**config.mk**
```make
export PLATFORM = sky130hd
export DESIGN_NAME = cpu
export DESIGN_NICKNAME = d
export VERILOG_FILES = /design/src/common/riscv_isa_pkg.sv /design/src/common/core_pkg.sv /design/src/core/pipe_reg.sv /design/src/core/fetch_stage.sv /design/src/core/decode_stage.sv /design/src/core/register_file.sv /design/src/core/execute_stage.sv /design/src/core/memory_stage.sv /design/src/hdl/cpu.sv
export SDC_FILE = /design/constraint.sdc
export NUM_CORES = 2
export LEC_CHECK = 0
export CAP_MARGIN = 5
export CORE_MARGIN = 5
export CORE_UTILIZATION = 50
export DETAILED_ROUTE_END_ITERATION = 10
export DONT_BUFFER_PORTS = 1
export SLEW_MARGIN = 20
export SYNTH_ARGS = -nofsm -noshare
export SYNTH_HDL_FRONTEND = slang
export SYNTH_SLANG_ARGS = --single-unit
```
**constraint.sdc**
```tcl
create_clock -name clk -period 11.85 [get_ports clk]
set_clock_uncertainty 0.1 [all_clocks]
set_input_delay 0.5925 -clock clk [delete_from_list [all_inputs] [get_ports clk]]
set_output_delay 0.5925 -clock clk [all_outputs]
set_load 0.01 [all_outputs]
```
**src/common/riscv_isa_pkg.sv**
```systemverilog
// RV32I encodings for the subset the core executes
package riscv_isa_pkg;

    localparam int xlen       = 32;
    localparam int reg_addr_w = 5;

    localparam logic [xlen-1:0] pc_step = 32'd4;    // One instruction word

    // --------------------
    // Major opcodes
    localparam logic [6:0] op_reg    = 7'b0110011;
    localparam logic [6:0] op_imm    = 7'b0010011;
    localparam logic [6:0] op_store  = 7'b0100011;
    localparam logic [6:0] op_branch = 7'b1100011;

    // --------------------
    // funct3 codes
    localparam logic [2:0] f3_add_sub = 3'b000;
    localparam logic [2:0] f3_sll     = 3'b001;
    localparam logic [2:0] f3_slt     = 3'b010;
    localparam logic [2:0] f3_sltu    = 3'b011;
    localparam logic [2:0] f3_xor     = 3'b100;
    localparam logic [2:0] f3_srl_sra = 3'b101;
    localparam logic [2:0] f3_or      = 3'b110;
    localparam logic [2:0] f3_and     = 3'b111;

    localparam logic [2:0] f3_sb  = 3'b000;
    localparam logic [2:0] f3_sh  = 3'b001;
    localparam logic [2:0] f3_sw  = 3'b010;
    localparam logic [2:0] f3_beq = 3'b000;
    localparam logic [2:0] f3_bne = 3'b001;

    localparam logic [6:0] funct7_alt = 7'b0100000;    // SUB and SRA/SRAI

    localparam logic [xlen-1:0] nop_instr = 32'h0000_0013;    // ADDI x0,x0,0

    // Bit positions of the instruction fields
    localparam int rd_lsb     = 7;
    localparam int funct3_lsb = 12;
    localparam int rs1_lsb    = 15;
    localparam int rs2_lsb    = 20;
    localparam int funct7_lsb = 25;

endpackage

```
**src/common/core_pkg.sv**
```systemverilog
// Pipeline types of the core
package core_pkg;

    typedef logic [riscv_isa_pkg::xlen-1:0]       word_t;
    typedef logic [riscv_isa_pkg::reg_addr_w-1:0] reg_addr_t;

    typedef enum logic [3:0] {
        alu_add,
        alu_sub,
        alu_sll,
        alu_slt,
        alu_sltu,
        alu_xor,
        alu_srl,
        alu_sra,
        alu_or,
        alu_and
    } alu_op_t;

    typedef enum logic [1:0] {
        width_byte = 2'b00,
        width_half = 2'b01,
        width_word = 2'b10
    } mem_width_t;

    typedef enum logic [1:0] {
        br_none,
        br_eq,
        br_ne
    } branch_t;

    // --------------------
    // Stage boundaries
    typedef struct packed {
        word_t pc;
        word_t instr;
    } ifid_t;

    typedef struct packed {
        word_t      pc;
        reg_addr_t  rs1;
        reg_addr_t  rs2;
        reg_addr_t  rd;
        word_t      op1;            // Register values read in decode
        word_t      op2;
        word_t      imm;
        alu_op_t    alu_op;
        logic       alu_src_imm;
        logic       reg_write;
        logic       mem_write;
        mem_width_t mem_width;
        branch_t    branch;
    } idex_t;

    typedef struct packed {
        word_t      alu_result;
        word_t      store_data;
        reg_addr_t  rd;
        logic       reg_write;
        logic       mem_write;
        mem_width_t mem_width;
    } exmem_t;

    typedef struct packed {
        word_t     alu_result;
        reg_addr_t rd;
        logic      reg_write;
    } memwb_t;

    // External data request, write doubles as valid
    typedef struct packed {
        logic       write;
        mem_width_t width;
        word_t      addr;
        word_t      wdata;
    } dmem_req_t;

    // Result of a later stage offered to execute
    typedef struct packed {
        reg_addr_t rd;
        logic      reg_write;
        word_t     value;
    } fwd_t;

    // --------------------
    // Bubbles
    localparam ifid_t ifid_bubble = '{pc: '0, instr: riscv_isa_pkg::nop_instr};

    localparam idex_t idex_bubble = '{
        alu_op:    alu_add,
        mem_width: width_word,
        branch:    br_none,
        default:   '0
    };

    localparam exmem_t exmem_bubble = '{mem_width: width_word, default: '0};
    localparam memwb_t memwb_bubble = '{default: '0};

endpackage

```
**src/core/pipe_reg.sv**
```systemverilog
// Stage boundary, hold wins over squash
module pipe_reg #(
    parameter type      payload_t = logic,
    parameter payload_t bubble    = '0
) (
    input  logic     clk,
    input  logic     reset_n,
    input  logic     hold,
    input  logic     squash,
    input  payload_t d,
    output payload_t q
);

    always_ff @(posedge clk or negedge reset_n) begin
        if (!reset_n) begin
            q <= bubble;
        end else if (!hold) begin
            q <= squash ? bubble : d;
        end
    end

endmodule

```
**src/core/fetch_stage.sv**
```systemverilog
module fetch_stage (
    input  logic            clk,
    input  logic            reset_n,
    input  logic            hold,
    input  logic            imem_ready,
    input  core_pkg::word_t imem_rdata,
    input  logic            redirect,
    input  core_pkg::word_t redirect_pc,
    output core_pkg::word_t imem_addr,
    output core_pkg::ifid_t ifid
);
    import riscv_isa_pkg::*;
    import core_pkg::*;

    word_t pc;
    ifid_t fetched;

    always_ff @(posedge clk or negedge reset_n) begin
        if (!reset_n) begin
            pc <= '0;
        end else if (!hold) begin
            if (redirect) begin
                pc <= redirect_pc;      // Taken branch from EX/MEM
            end else if (imem_ready) begin
                pc <= pc + pc_step;
            end
        end
    end

    assign imem_addr = pc;

    // No word this cycle means a NOP goes down the pipe
    assign fetched = imem_ready ? '{pc: pc, instr: imem_rdata} : ifid_bubble;

    pipe_reg #(
        .payload_t (ifid_t),
        .bubble    (ifid_bubble)
    ) u_ifid (
        .clk     (clk),
        .reset_n (reset_n),
        .hold    (hold),
        .squash  (redirect),
        .d       (fetched),
        .q       (ifid)
    );

endmodule

```
**src/core/decode_stage.sv**
```systemverilog
module decode_stage (
    input  logic                clk,
    input  logic                reset_n,
    input  logic                hold,
    input  logic                squash,
    input  core_pkg::ifid_t     ifid,
    output core_pkg::reg_addr_t rs1_addr,
    output core_pkg::reg_addr_t rs2_addr,
    input  core_pkg::word_t     rs1_val,
    input  core_pkg::word_t     rs2_val,
    output core_pkg::idex_t     idex
);
    import riscv_isa_pkg::*;
    import core_pkg::*;

    logic [6:0] opcode;
    logic [2:0] funct3;
    logic       alt;            // funct7 marks SUB or SRA
    word_t      imm_i;
    word_t      imm_s;
    word_t      imm_b;
    word_t      imm_shamt;
    logic       known;
    idex_t      dec;
    idex_t      idex_d;

    assign opcode   = ifid.instr[6:0];
    assign funct3   = ifid.instr[funct3_lsb +: 3];
    assign alt      = (ifid.instr[funct7_lsb +: 7] == funct7_alt);
    assign rs1_addr = ifid.instr[rs1_lsb +: reg_addr_w];
    assign rs2_addr = ifid.instr[rs2_lsb +: reg_addr_w];

    // --------------------
    // Immediates
    assign imm_i     = {{20{ifid.instr[31]}}, ifid.instr[31:20]};
    assign imm_s     = {{20{ifid.instr[31]}}, ifid.instr[31:25], ifid.instr[11:7]};
    assign imm_b     = {{20{ifid.instr[31]}}, ifid.instr[7], ifid.instr[30:25],
                        ifid.instr[11:8], 1'b0};
    assign imm_shamt = word_t'(ifid.instr[rs2_lsb +: reg_addr_w]);

    // --------------------
    // Control decode
    always_comb begin
        dec     = idex_bubble;
        dec.pc  = ifid.pc;
        dec.rs1 = rs1_addr;
        dec.rs2 = rs2_addr;
        dec.rd  = ifid.instr[rd_lsb +: reg_addr_w];
        dec.op1 = rs1_val;
        dec.op2 = rs2_val;
        dec.imm = imm_i;
        known   = 1'b1;

        case (opcode)
            op_reg, op_imm: begin
                dec.reg_write   = 1'b1;
                dec.alu_src_imm = (opcode == op_imm);
                case (funct3)
                    f3_add_sub: dec.alu_op = (alt && opcode == op_reg) ? alu_sub : alu_add;
                    f3_sll:     dec.alu_op = alu_sll;
                    f3_slt:     dec.alu_op = alu_slt;
                    f3_sltu:    dec.alu_op = alu_sltu;
                    f3_xor:     dec.alu_op = alu_xor;
                    f3_srl_sra: dec.alu_op = alt ? alu_sra : alu_srl;
                    f3_or:      dec.alu_op = alu_or;
                    default:    dec.alu_op = alu_and;
                endcase
                // SLLI, SRLI, SRAI
                if (opcode == op_imm && (funct3 == f3_sll || funct3 == f3_srl_sra)) begin
                    dec.imm = imm_shamt;
                end
            end
            op_store: begin
                dec.mem_write   = 1'b1;
                dec.alu_src_imm = 1'b1;         // Address is rs1 + offset
                dec.imm         = imm_s;
                case (funct3)
                    f3_sb:   dec.mem_width = width_byte;
                    f3_sh:   dec.mem_width = width_half;
                    f3_sw:   dec.mem_width = width_word;
                    default: known = 1'b0;
                endcase
            end
            op_branch: begin
                dec.alu_op = alu_sub;           // Compare on the difference
                dec.imm    = imm_b;
                case (funct3)
                    f3_beq:  dec.branch = br_eq;
                    f3_bne:  dec.branch = br_ne;
                    default: known = 1'b0;
                endcase
            end
            default: known = 1'b0;
        endcase
    end

    assign idex_d = known ? dec : idex_bubble;

    pipe_reg #(
        .payload_t (idex_t),
        .bubble    (idex_bubble)
    ) u_idex (
        .clk     (clk),
        .reset_n (reset_n),
        .hold    (hold),
        .squash  (squash),
        .d       (idex_d),
        .q       (idex)
    );

endmodule

```
**src/core/register_file.sv**
```systemverilog
module register_file (
    input  logic                clk,
    input  core_pkg::reg_addr_t rs1_addr,
    input  core_pkg::reg_addr_t rs2_addr,
    output core_pkg::word_t     rs1_val,
    output core_pkg::word_t     rs2_val,
    input  logic                wr_en,
    input  core_pkg::reg_addr_t wr_addr,
    input  core_pkg::word_t     wr_data
);
    import core_pkg::*;

    word_t regs [1:31];         // x0 has no storage

    // Write-through so decode sees the value retiring this cycle
    function automatic word_t read_port(input reg_addr_t addr);
        if (addr == '0) begin
            return '0;
        end
        if (wr_en && wr_addr == addr) begin
            return wr_data;
        end
        return regs[addr];
    endfunction

    always_comb begin
        rs1_val = read_port(rs1_addr);
        rs2_val = read_port(rs2_addr);
    end

    always_ff @(posedge clk) begin
        if (wr_en && wr_addr != '0) begin
            regs[wr_addr] <= wr_data;
        end
    end

endmodule

```
**src/core/execute_stage.sv**
```systemverilog
module execute_stage (
    input  logic             clk,
    input  logic             reset_n,
    input  logic             hold,
    input  core_pkg::idex_t  idex,
    input  core_pkg::fwd_t   wb_fwd,
    output core_pkg::exmem_t exmem,
    output logic             redirect,
    output core_pkg::word_t  redirect_pc
);
    import core_pkg::*;

    fwd_t   mem_fwd;
    word_t  op_a;
    word_t  rs2_fwd;            // Also the store data
    word_t  op_b;
    word_t  alu_result;
    logic   taken;
    exmem_t exmem_d;

    // Youngest producer wins, x0 never forwarded
    function automatic word_t forward(
        input reg_addr_t rs,
        input word_t     decoded,
        input fwd_t      near,
        input fwd_t      far
    );
        if (rs != '0 && near.reg_write && near.rd == rs) begin
            return near.value;
        end
        if (rs != '0 && far.reg_write && far.rd == rs) begin
            return far.value;
        end
        return decoded;
    endfunction

    // --------------------
    // Operand select
    assign mem_fwd = '{rd: exmem.rd, reg_write: exmem.reg_write, value: exmem.alu_result};
    assign op_a    = forward(idex.rs1, idex.op1, mem_fwd, wb_fwd);
    assign rs2_fwd = forward(idex.rs2, idex.op2, mem_fwd, wb_fwd);
    assign op_b    = idex.alu_src_imm ? idex.imm : rs2_fwd;

    // --------------------
    // ALU
    always_comb begin
        case (idex.alu_op)
            alu_sub:  alu_result = op_a - op_b;
            alu_sll:  alu_result = op_a << op_b[4:0];
            alu_slt:  alu_result = word_t'($signed(op_a) < $signed(op_b));
            alu_sltu: alu_result = word_t'(op_a < op_b);
            alu_xor:  alu_result = op_a ^ op_b;
            alu_srl:  alu_result = op_a >> op_b[4:0];
            alu_sra:  alu_result = word_t'($signed(op_a) >>> op_b[4:0]);
            alu_or:   alu_result = op_a | op_b;
            alu_and:  alu_result = op_a & op_b;
            default:  alu_result = op_a + op_b;
        endcase
    end

    always_comb begin
        case (idex.branch)
            br_eq:   taken = (alu_result == '0);
            br_ne:   taken = (alu_result != '0);
            default: taken = 1'b0;
        endcase
    end

    // Redirect lives beside EX/MEM and kills the three younger slots
    always_ff @(posedge clk or negedge reset_n) begin
        if (!reset_n) begin
            redirect <= 1'b0;
        end else if (!hold) begin
            redirect <= taken && !redirect;
        end
    end

    always_ff @(posedge clk) begin
        if (!hold) begin
            redirect_pc <= idex.pc + idex.imm;
        end
    end

    assign exmem_d = '{
        alu_result: alu_result,
        store_data: rs2_fwd,
        rd:         idex.rd,
        reg_write:  idex.reg_write,
        mem_write:  idex.mem_write,
        mem_width:  idex.mem_width
    };

    pipe_reg #(
        .payload_t (exmem_t),
        .bubble    (exmem_bubble)
    ) u_exmem (
        .clk     (clk),
        .reset_n (reset_n),
        .hold    (hold),
        .squash  (redirect),
        .d       (exmem_d),
        .q       (exmem)
    );

endmodule

```
**src/core/memory_stage.sv**
```systemverilog
module memory_stage (
    input  logic                clk,
    input  logic                reset_n,
    input  core_pkg::exmem_t    exmem,
    input  logic                dmem_ready,
    output core_pkg::dmem_req_t dmem_req,
    output logic                hold,
    output logic                wr_en,
    output core_pkg::reg_addr_t wr_addr,
    output core_pkg::word_t     wr_data,
    output core_pkg::fwd_t      wb_fwd
);
    import core_pkg::*;

    memwb_t memwb_d;
    memwb_t memwb;

    assign hold = !dmem_ready;  // Freezes everything up to EX/MEM

    // Request straight from EX/MEM, stable while held
    assign dmem_req = '{
        write: exmem.mem_write,
        width: exmem.mem_width,
        addr:  exmem.alu_result,
        wdata: exmem.store_data
    };

    assign memwb_d = '{alu_result: exmem.alu_result, rd: exmem.rd, reg_write: exmem.reg_write};

    pipe_reg #(
        .payload_t (memwb_t),
        .bubble    (memwb_bubble)
    ) u_memwb (
        .clk     (clk),
        .reset_n (reset_n),
        .hold    (1'b0),
        .squash  (hold),        // Bubble while the port stalls
        .d       (memwb_d),
        .q       (memwb)
    );

    // --------------------
    // Writeback
    assign wr_en   = memwb.reg_write;
    assign wr_addr = memwb.rd;
    assign wr_data = memwb.alu_result;

    // Tracks MEM/WB but keeps its entry over a stall, since the held
    // ID/EX operands were read before that result reached the registers
    always_ff @(posedge clk or negedge reset_n) begin
        if (!reset_n) begin
            wb_fwd <= '0;
        end else if (!hold) begin
            wb_fwd <= '{rd: exmem.rd, reg_write: exmem.reg_write, value: exmem.alu_result};
        end
    end

endmodule

```
**src/hdl/cpu.sv**
```systemverilog
module cpu (
    input  logic                clk,
    input  logic                reset_n,
    output core_pkg::word_t     imem_addr,
    input  core_pkg::word_t     imem_rdata,
    input  logic                imem_ready,
    output core_pkg::dmem_req_t dmem_req,
    input  logic                dmem_ready
);
    import core_pkg::*;

    logic      hold;            // Data port back-pressure
    ifid_t     ifid;
    idex_t     idex;
    exmem_t    exmem;
    logic      redirect;
    word_t     redirect_pc;
    reg_addr_t rs1_addr;
    reg_addr_t rs2_addr;
    word_t     rs1_val;
    word_t     rs2_val;
    logic      wr_en;
    reg_addr_t wr_addr;
    word_t     wr_data;
    fwd_t      wb_fwd;

    fetch_stage u_fetch (
        .clk         (clk),
        .reset_n     (reset_n),
        .hold        (hold),
        .imem_ready  (imem_ready),
        .imem_rdata  (imem_rdata),
        .redirect    (redirect),
        .redirect_pc (redirect_pc),
        .imem_addr   (imem_addr),
        .ifid        (ifid)
    );

    decode_stage u_decode (
        .clk      (clk),
        .reset_n  (reset_n),
        .hold     (hold),
        .squash   (redirect),
        .ifid     (ifid),
        .rs1_addr (rs1_addr),
        .rs2_addr (rs2_addr),
        .rs1_val  (rs1_val),
        .rs2_val  (rs2_val),
        .idex     (idex)
    );

    register_file u_regfile (
        .clk      (clk),
        .rs1_addr (rs1_addr),
        .rs2_addr (rs2_addr),
        .rs1_val  (rs1_val),
        .rs2_val  (rs2_val),
        .wr_en    (wr_en),
        .wr_addr  (wr_addr),
        .wr_data  (wr_data)
    );

    execute_stage u_execute (
        .clk         (clk),
        .reset_n     (reset_n),
        .hold        (hold),
        .idex        (idex),
        .wb_fwd      (wb_fwd),
        .exmem       (exmem),
        .redirect    (redirect),
        .redirect_pc (redirect_pc)
    );

    memory_stage u_memory (
        .clk        (clk),
        .reset_n    (reset_n),
        .exmem      (exmem),
        .dmem_ready (dmem_ready),
        .dmem_req   (dmem_req),
        .hold       (hold),
        .wr_en      (wr_en),
        .wr_addr    (wr_addr),
        .wr_data    (wr_data),
        .wb_fwd     (wb_fwd)
    );

endmodule

```
## Word level (Yosys, flattened, before mapping)

Memories as Yosys holds them, arrays and structs flattened.
Index checks and enable logic that the tools add are counted.

| word-level totals | value |
|---|---|
| word-level logic and storage cells | 156 |
| bits in writable memories | 992 |
| memories | 1 |
| output and inout bits | 99 |
| register bits after elaboration | 432 |

| cells by class | value |
|---|---|
| multiplexer cells | 56 |
| add/subtract/negate cells | 4 |
| equal/unequal tests | 28 |
| bitwise logic cells | 3 |
| order comparisons | 2 |
| shifts and indexed selects | 3 |
| reductions and logical operators | 29 |

Memory list:

| memory | words | width | rd ports | clocked after memory_dff | write ports | line | RTL |
|---|---|---|---|---|---|---|---|
| u_regfile.regs | 31 | 32 | 2 | 0 | 1 | register_file.sv:13 | `word_t regs [1:31];` |

Operator list:

| cell | number |
|---|---|
| $mux 32 | 20 |
| $mux 154 | 2 |
| $pmux 32 s9 | 1 |
| $mux 64 | 2 |
| $pmux 32 s3 | 1 |
| $mux 73 | 1 |
| $add 32x32->32 | 2 |
| $lt 32x32->1 | 2 |
| $mux 38 | 1 |
| $add 32x3->32 const B | 1 |
| $and 32x32->32 | 1 |
| $logic_not 32->1 | 1 |
| $or 32x32->32 | 1 |
| $reduce_bool 32->1 | 1 |
| $shl 32x5->32 | 1 |
| $shr 32x5->32 | 1 |
| $sshr 32x5->32 | 1 |
| $sub 32x32->32 | 1 |
| $xor 32x32->32 | 1 |
| $eq 5x5->1 | 6 |
| $pmux 4 s7 | 1 |
| $eq 7x6->1 const B | 3 |
| $mux 1 | 19 |
| $eq 4x3->1 const B | 4 |
| 26 further kinds | 50 |

## Longest topological paths before layout

| depth | value |
|---|---|
| depth in word-level cells | 13 |
| mapped depth | 29 |

## Cells and area by module

A second synthesis with hierarchy kept.

| second synthesis, totals | value |
|---|---|
| cells, all modules | 6956 |
| area, all modules | 80345.8 um^2 |

By module, submodules not included:

| module | cells an instance | sequential area each (um^2) | instances | area each (um^2) |
|---|---|---|---|---|
| register_file | 2856 | 29788.6 | 1 | 47311.6 |
| execute_stage | 2001 | 985.9 | 1 | 13151.4 |
| pipe_reg (u_decode.u_idex) | 666 | 3854.9 | 1 | 6608.8 |
| pipe_reg (u_execute.u_exmem) | 315 | 1828.0 | 1 | 3200.6 |
| pipe_reg (u_fetch.u_ifid) | 276 | 1605.3 | 1 | 2710.1 |
| fetch_stage | 323 | 800.8 | 1 | 2466.1 |
| memory_stage | 149 | 950.9 | 1 | 1960.6 |
| pipe_reg (u_memory.u_memwb) | 163 | 950.9 | 1 | 1665.3 |
| decode_stage | 207 | 0.0 | 1 | 1271.2 |

## Least setup slack after synthesis

No wires, ideal clock.

| path | value |
|---|---|
| kind | register to register |
| start | reg u_decode.u_idex.q[113] in the netlist's numbering |
| end | reg u_execute.redirect |
| stages on the path, launching flop included | 27 |
| path buffers | 5 |
| data arrival time | 6497 ps |
| setup time | 132 ps |
| data required time | 11618 ps |
| clock period less this slack | 6729 ps |
| setup slack | 5121 ps |
| cells stage by stage | dfrtp_1 -> or4_1 -> o211a_1 -> and2_4 -> buf_6 -> o31ai_1 -> o21a_1 -> clkbuf_1 -> clkbuf_1 -> buf_1 -> buf_1 -> ha_1 -> inv_1 -> nor2_1 -> nor4b_4 -> a221oi_2 -> o311ai_4 -> a31oi_1 -> a211o_1 -> a2111oi_2 -> nor3_1 -> mux2_4 -> a221oi_2 -> nand4b_1 -> nor3b_2 -> a31oi_1 -> or3b_1 |

| between the ends | value |
|---|---|
| word-level cells in the longest chain between the ends | 13 |
| elaborated cells between the ends (all ways) | 29 |
| classes of those cells | add/sub: 2; order compare: 2; eq/ne: 2; shift: 3; mux: 9; bitwise: 3; reduce/logical: 8 |

Ends and longest elaborated chain:

| element | line | RTL |
|---|---|---|
| start, declared | pipe_reg.sv:11 | `output payload_t q` |
| start signal, assigned | pipe_reg.sv:16 | `q <= bubble;` |
| start signal, assigned | pipe_reg.sv:18 | `q <= squash ? bubble : d;` |
| $reduce_bool 5->1 | execute_stage.sv:28, execute_stage.sv:31 |  |
| $logic_and 1x1->1 (2 in a row) | execute_stage.sv:31 | `if (rs != '0 && far.reg_write && far.rd == rs) begin` |
| $mux 1 (2 in a row) | execute_stage.sv:31 |  |
| $mux 32 | execute_stage.sv:34 | `return decoded;` |
| $mux 32 (*) | execute_stage.sv:31 |  |
| $mux 32 (*) | execute_stage.sv:42 | `assign op_b = idex.alu_src_imm ? idex.imm : rs2_fwd;` |
| $add 32x32->32 (tied with other cells) | execute_stage.sv:57 | `default: alu_result = op_a + op_b;` |
| $pmux 32 s9 (*) | execute_stage.sv:47 | `case (idex.alu_op)` |
| $reduce_bool 32->1 / $logic_not 32->1 (equally long branches) | execute_stage.sv:64, execute_stage.sv:63 |  |
| $pmux 1 s2 (*) | execute_stage.sv:62 | `case (idex.branch)` |
| $logic_and 1x1->1 (*) | execute_stage.sv:74 | `redirect <= taken && !redirect;` |
| end signal, assigned | execute_stage.sv:74 |  |
| end, declared | execute_stage.sv:8 | `output logic redirect,` |

Mark *: on every way between the ends. The rest lies on a longest branch, timed or not. The select of a mux whose other input is x is not followed.
A chain may end at the register's enable or synchronous reset.

## Final worst setup path

| path | value |
|---|---|
| start | reg u_decode.u_idex.q[118] in the netlist's numbering |
| end | reg u_execute.redirect |

| between the ends | value |
|---|---|
| word-level cells in the longest chain between the ends | 12 |
| elaborated cells between the ends (all ways) | 28 |
| classes of those cells | add/sub: 2; order compare: 2; eq/ne: 2; shift: 3; mux: 8; bitwise: 3; reduce/logical: 8 |

Ends and longest elaborated chain:

| element | line |
|---|---|
| $reduce_bool 5->1 | execute_stage.sv:28, execute_stage.sv:31 |
| $logic_and 1x1->1 (2 in a row) | execute_stage.sv:31 |
| $mux 1 (2 in a row) | execute_stage.sv:31 |
| $mux 32 | execute_stage.sv:34 |
| $mux 32 (*) | execute_stage.sv:31 |
| $add 32x32->32 (tied with other cells) | execute_stage.sv:57 |
| $pmux 32 s9 (*) | execute_stage.sv:47 |
| $reduce_bool 32->1 / $logic_not 32->1 (equally long branches) | execute_stage.sv:64, execute_stage.sv:63 |
| $pmux 1 s2 (*) | execute_stage.sv:62 |
| $logic_and 1x1->1 (*) | execute_stage.sv:74 |

Marked as above.

==> run_results.csv <==
group,metric,value,unit
synthesis,async_flop_share,27.1,%
setup_path,path_max_fanout,33,
synthesis,syn_area,0.0744,mm2
pwr,pwr_density_cell,176,mW/mm2
finish,area_delta_synth_final,9.74,%
placement,dpl-instance-area,0.0761,mm2
timing,hold_ws,0.0984,ns
synthesis,synth_seq_cells,1405,
finish,nNetsFinal,5814,
synthesis,yosysUniqueCellTypes,93,
clocking,ctsResizeCount,0,
detailed_routing,drtIter0Drc,6519,
finish,multi_input_area,0.0315,mm2
setup_path,crit_end,"u_execute.redirect$_DFFE_PN0P_",
synthesis,yosys.area.top_type,"edfxtp_1",
setup_path,required,12.39,ns
pwr,p_leak,28.8,nW
finish,fin_area,0.0817,mm2
placement,gp_congestion,1.01,
placement,pre_cts_ws,3.49,ns
placement,dpl.hpwl,170000,um
timing,fin_crit_sh,72.7,%
detailed_routing,avgRoutedWirePerCell,34.2,um
floorplanning,ioPinCount,135,
clocking,cts_hold_buf,36,
detailed_routing,drt-total-wl,264000,um
finish,final_cell_mix,"edfxtp_1, mux4_2, a21oi_1, dfrtp_1, o21ai_0",
run,drv_cap,0,
timing,finalMaxSlewViolations,0,
clocking,clock_latency,0.80,ns
clocking,cts_tree,"built",
global_route,grt_pass1_wl,378000,um
timing,slew_headroom,22.0,%
timing,grt_setup_unrepaired,"no",
synthesis,yosysSeqAreaShare,54.1,%
finish,drive_above_1_share,16.3,%
setup_path,cp.arrival,9.15,ns
timing,hold_viol_final,0,
setup_path,reg2reg_slack,3.24,ns
clocking,clk_root_buffer_cell,"clkbuf_16",
setup_path,start_kind,"flip-flop",
detailed_routing,drt-pass1-iter-count,10,
clocking,clockBufferDepth,3,
clocking,cts.clk_slew.worst_paths,0.06,ns
global_route,grtUsageTotal,33.0,%
floorplanning,die_height,396,um
setup_path,timing.rr.end,"u_execute.redirect$_DFFE_PN0P_",
clocking,ctsHtreeMaxLevel,4,
synthesis,synth_area_leaders,"edfxtp_1, mux4_2, dfrtp_1",
finish,ff_latch_area,0.0403,mm2
timing,final.setup.tns,0,ns
synthesis,syn-num-nets,5994,
clocking,cts.sinks,1405,
floorplanning,core,0.148,mm2
global_route,gr-total-overflow,0,
detailed_routing,ant_nets,0,
synthesis,synth_top_area_share,41.3,%
clocking,cts_setup_buffers,0,
setup_path,worstSetupEndpointType,"flip-flop",
timing,fmax,116,MHz
timing,worst_pin_slew,1.17,ns
finish,final_common_cell,"edfxtp_1",
global_route,antenna_found_initial,7,
status,status,"finished, final reports clean",
setup_path,timing.rr.start,"u_decode.u_idex.q[118]$_DFFE_PN0P_",
timing,period_minus_slack,8.61,ns
timing,setup_slack,3.24,ns
synthesis,yosysWarnings,0,
min_path,min_path_type,"input port to flip-flop",
placement,numPortBuffers,0,
detailed_routing,drc,0,
setup_path,crit_type,"flip-flop to flip-flop",
synthesis,synthFlopType,"edfxtp_1",
synthesis,synth_area_per_cell,12.8,um2
setup_path,startpoint,"u_decode.u_idex.q[118]$_DFFE_PN0P_",
global_route,grt_max_degree,382,
floorplanning,dieArea,0.157,mm2
synthesis,synth_cells,5828,
pwr,max-vdd-ir-drop,0.000164,V
detailed_routing,via_count,53558,
timing,setup_viol,0,
floorplanning,rows,141,
clocking,cts_buffers,152,
floorplanning,start_util,50.3,%
setup_path,r2r_cells,23,
synthesis,synth-edff-count,1024,
detailed_routing,viasPerCell,6.95,
floorplanning,die_x,396,um
global_route,grt_pass1_vias,51809,
finish,fill_cells,12145,
==> how the worst min path moves through the flow <==
stage	startpoint	endpoint	slack, ns	cells after the start
after floorplan	reset_n	u_decode.u_idex.q[0]$_DFFE_PN0P_	0.20	0
after global placement	reset_n	u_execute.u_exmem.q[65]$_DFFE_PN0P_	0.21	0
after detailed placement	reset_n	u_execute.u_exmem.q[66]$_DFFE_PN0P_	0.22	0
after CTS	reset_n	u_execute.u_exmem.q[28]$_DFFE_PN0P_	0.12	1
after global routing	dmem_ready	u_decode.u_idex.q[130]$_DFFE_PN0P_	0.13	2
final	dmem_ready	u_decode.u_idex.q[130]$_DFFE_PN0P_	0.1	2
==> cells in the mapped netlist, drive strengths merged, types with 11 or more instances <==
master,count
a211o,18
a211oi,37
a21o,62
a21oi,374
a221oi,34
a22o,48
a22oi,24
a31oi,72
and2,51
and3,19
buf,178
clkbuf,336
dfrtp,376
edfxtp,1024
ha,129
inv,190
mux2,14
mux2i,273
mux4,450
nand2,335
nand2b,23
nand3,191
nand4,18
nor2,331
nor2b,24
nor3,147
nor4,39
o211ai,69
o21a,15
o21ai,349
o221ai,87
o22ai,79
o2bb2ai,138
o311ai,11
o31ai,20
o32ai,15
or2,15
or3,25
xnor2,35
xor2,21
==> registers in the layout, indices dropped and copies added, names as in the netlist <==
name                   count
u_memory.u_memwb.q        38
u_memory.wb_fwd           38
u_execute.redirect         1
u_decode.u_idex.q        135
u_regfile.regs           992
u_fetch.imem_addr         32
u_fetch.u_ifid.q          64
u_execute.u_exmem.q       73
u_execute.redirect_pc     32
==> final cells by class <==
cell class,instances,share of cell area [%]
clock buffers,202,5.20
repair buffers,180,1.96
clock inverters,75,0.979
diodes,3,0.00919
multi-input cells,3715,38.6
flip-flops and latches,1405,49.4
well taps,1930,2.96
inverters,194,0.907
==> metrics by stage <==
step	utilization (%)	power, mW	cells
2_1_floorplan	-	8.25	5828
3_3_place_gp	51.5	9.51	7384
3_5_place_dp	51.5	9.49	7385
4_1_cts	55.2	14.3	7698
5_1_grt	55.2	14.8	7701
6_report	55.2	14.4	7704
==> cells by family (layout without fill, tap and decap cells) <==
| family | Yosys count | count (layout) | share of synthesized area [%] |
|---|---|---|---|
| buffers and inverters | 708 | 651 | 3.95 |
| XOR/XNOR | 56 | 56 | 0.659 |
| adder cells (fa/ha/maj) | 130 | 130 | 2.20 |
| flip-flops | 1405 | 1405 | 54.1 |
| AO/OA/AOI/OAI | 1551 | 1551 | 13.8 |
| AND/OR/NAND/NOR | 1241 | 1241 | 7.72 |
| other | 0 | 3 | 0 |
| multiplexers | 737 | 737 | 17.5 |
==> worst max-delay path, stage by stage, from the launching register on <==
cell and delay, ns:
dfrtp_1 0.44, or4_1 0.60, o211ai_1 0.27, buf_4 0.40, or2_2 0.66, a31oi_1 0.36, ha_1 0.62, inv_1 0.16
a21oi_1 0.25, o21bai_1 0.09, a21oi_1 0.23, o31ai_1 0.14, a211o_1 0.34, o21ai_0 0.63, a31oi_1 0.35, o41ai_2 0.48
o21ba_2 0.23, mux2_2 0.15, o221ai_1 0.17, nor4_1 0.56, nand4_1 0.36, nor3b_2 0.38, a31oi_1 0.12, or3b_1 0.38
==> report_power, final <==
group | total, mW | switching [mW] | leakage [nW] | internal [mW]
Sequential | 6.37 | 0.654 | 14.5 | 5.72
Clock | 4.80 | 2.04 | 2.46 | 2.76
Combinational | 3.18 | 2.09 | 11.8 | 1.09
==> layer usage <==
metal  share of wire [%]  global-route usage (%)  routed length, um
met5               0.015                       0                 40
met4                 4.0                    11.6              10500
met3                 9.0                    6.23              23700
met2                  47                    53.1             125000
met1                  40                    45.4             105000
Note: power is estimated with default switching activity, not from simulation.
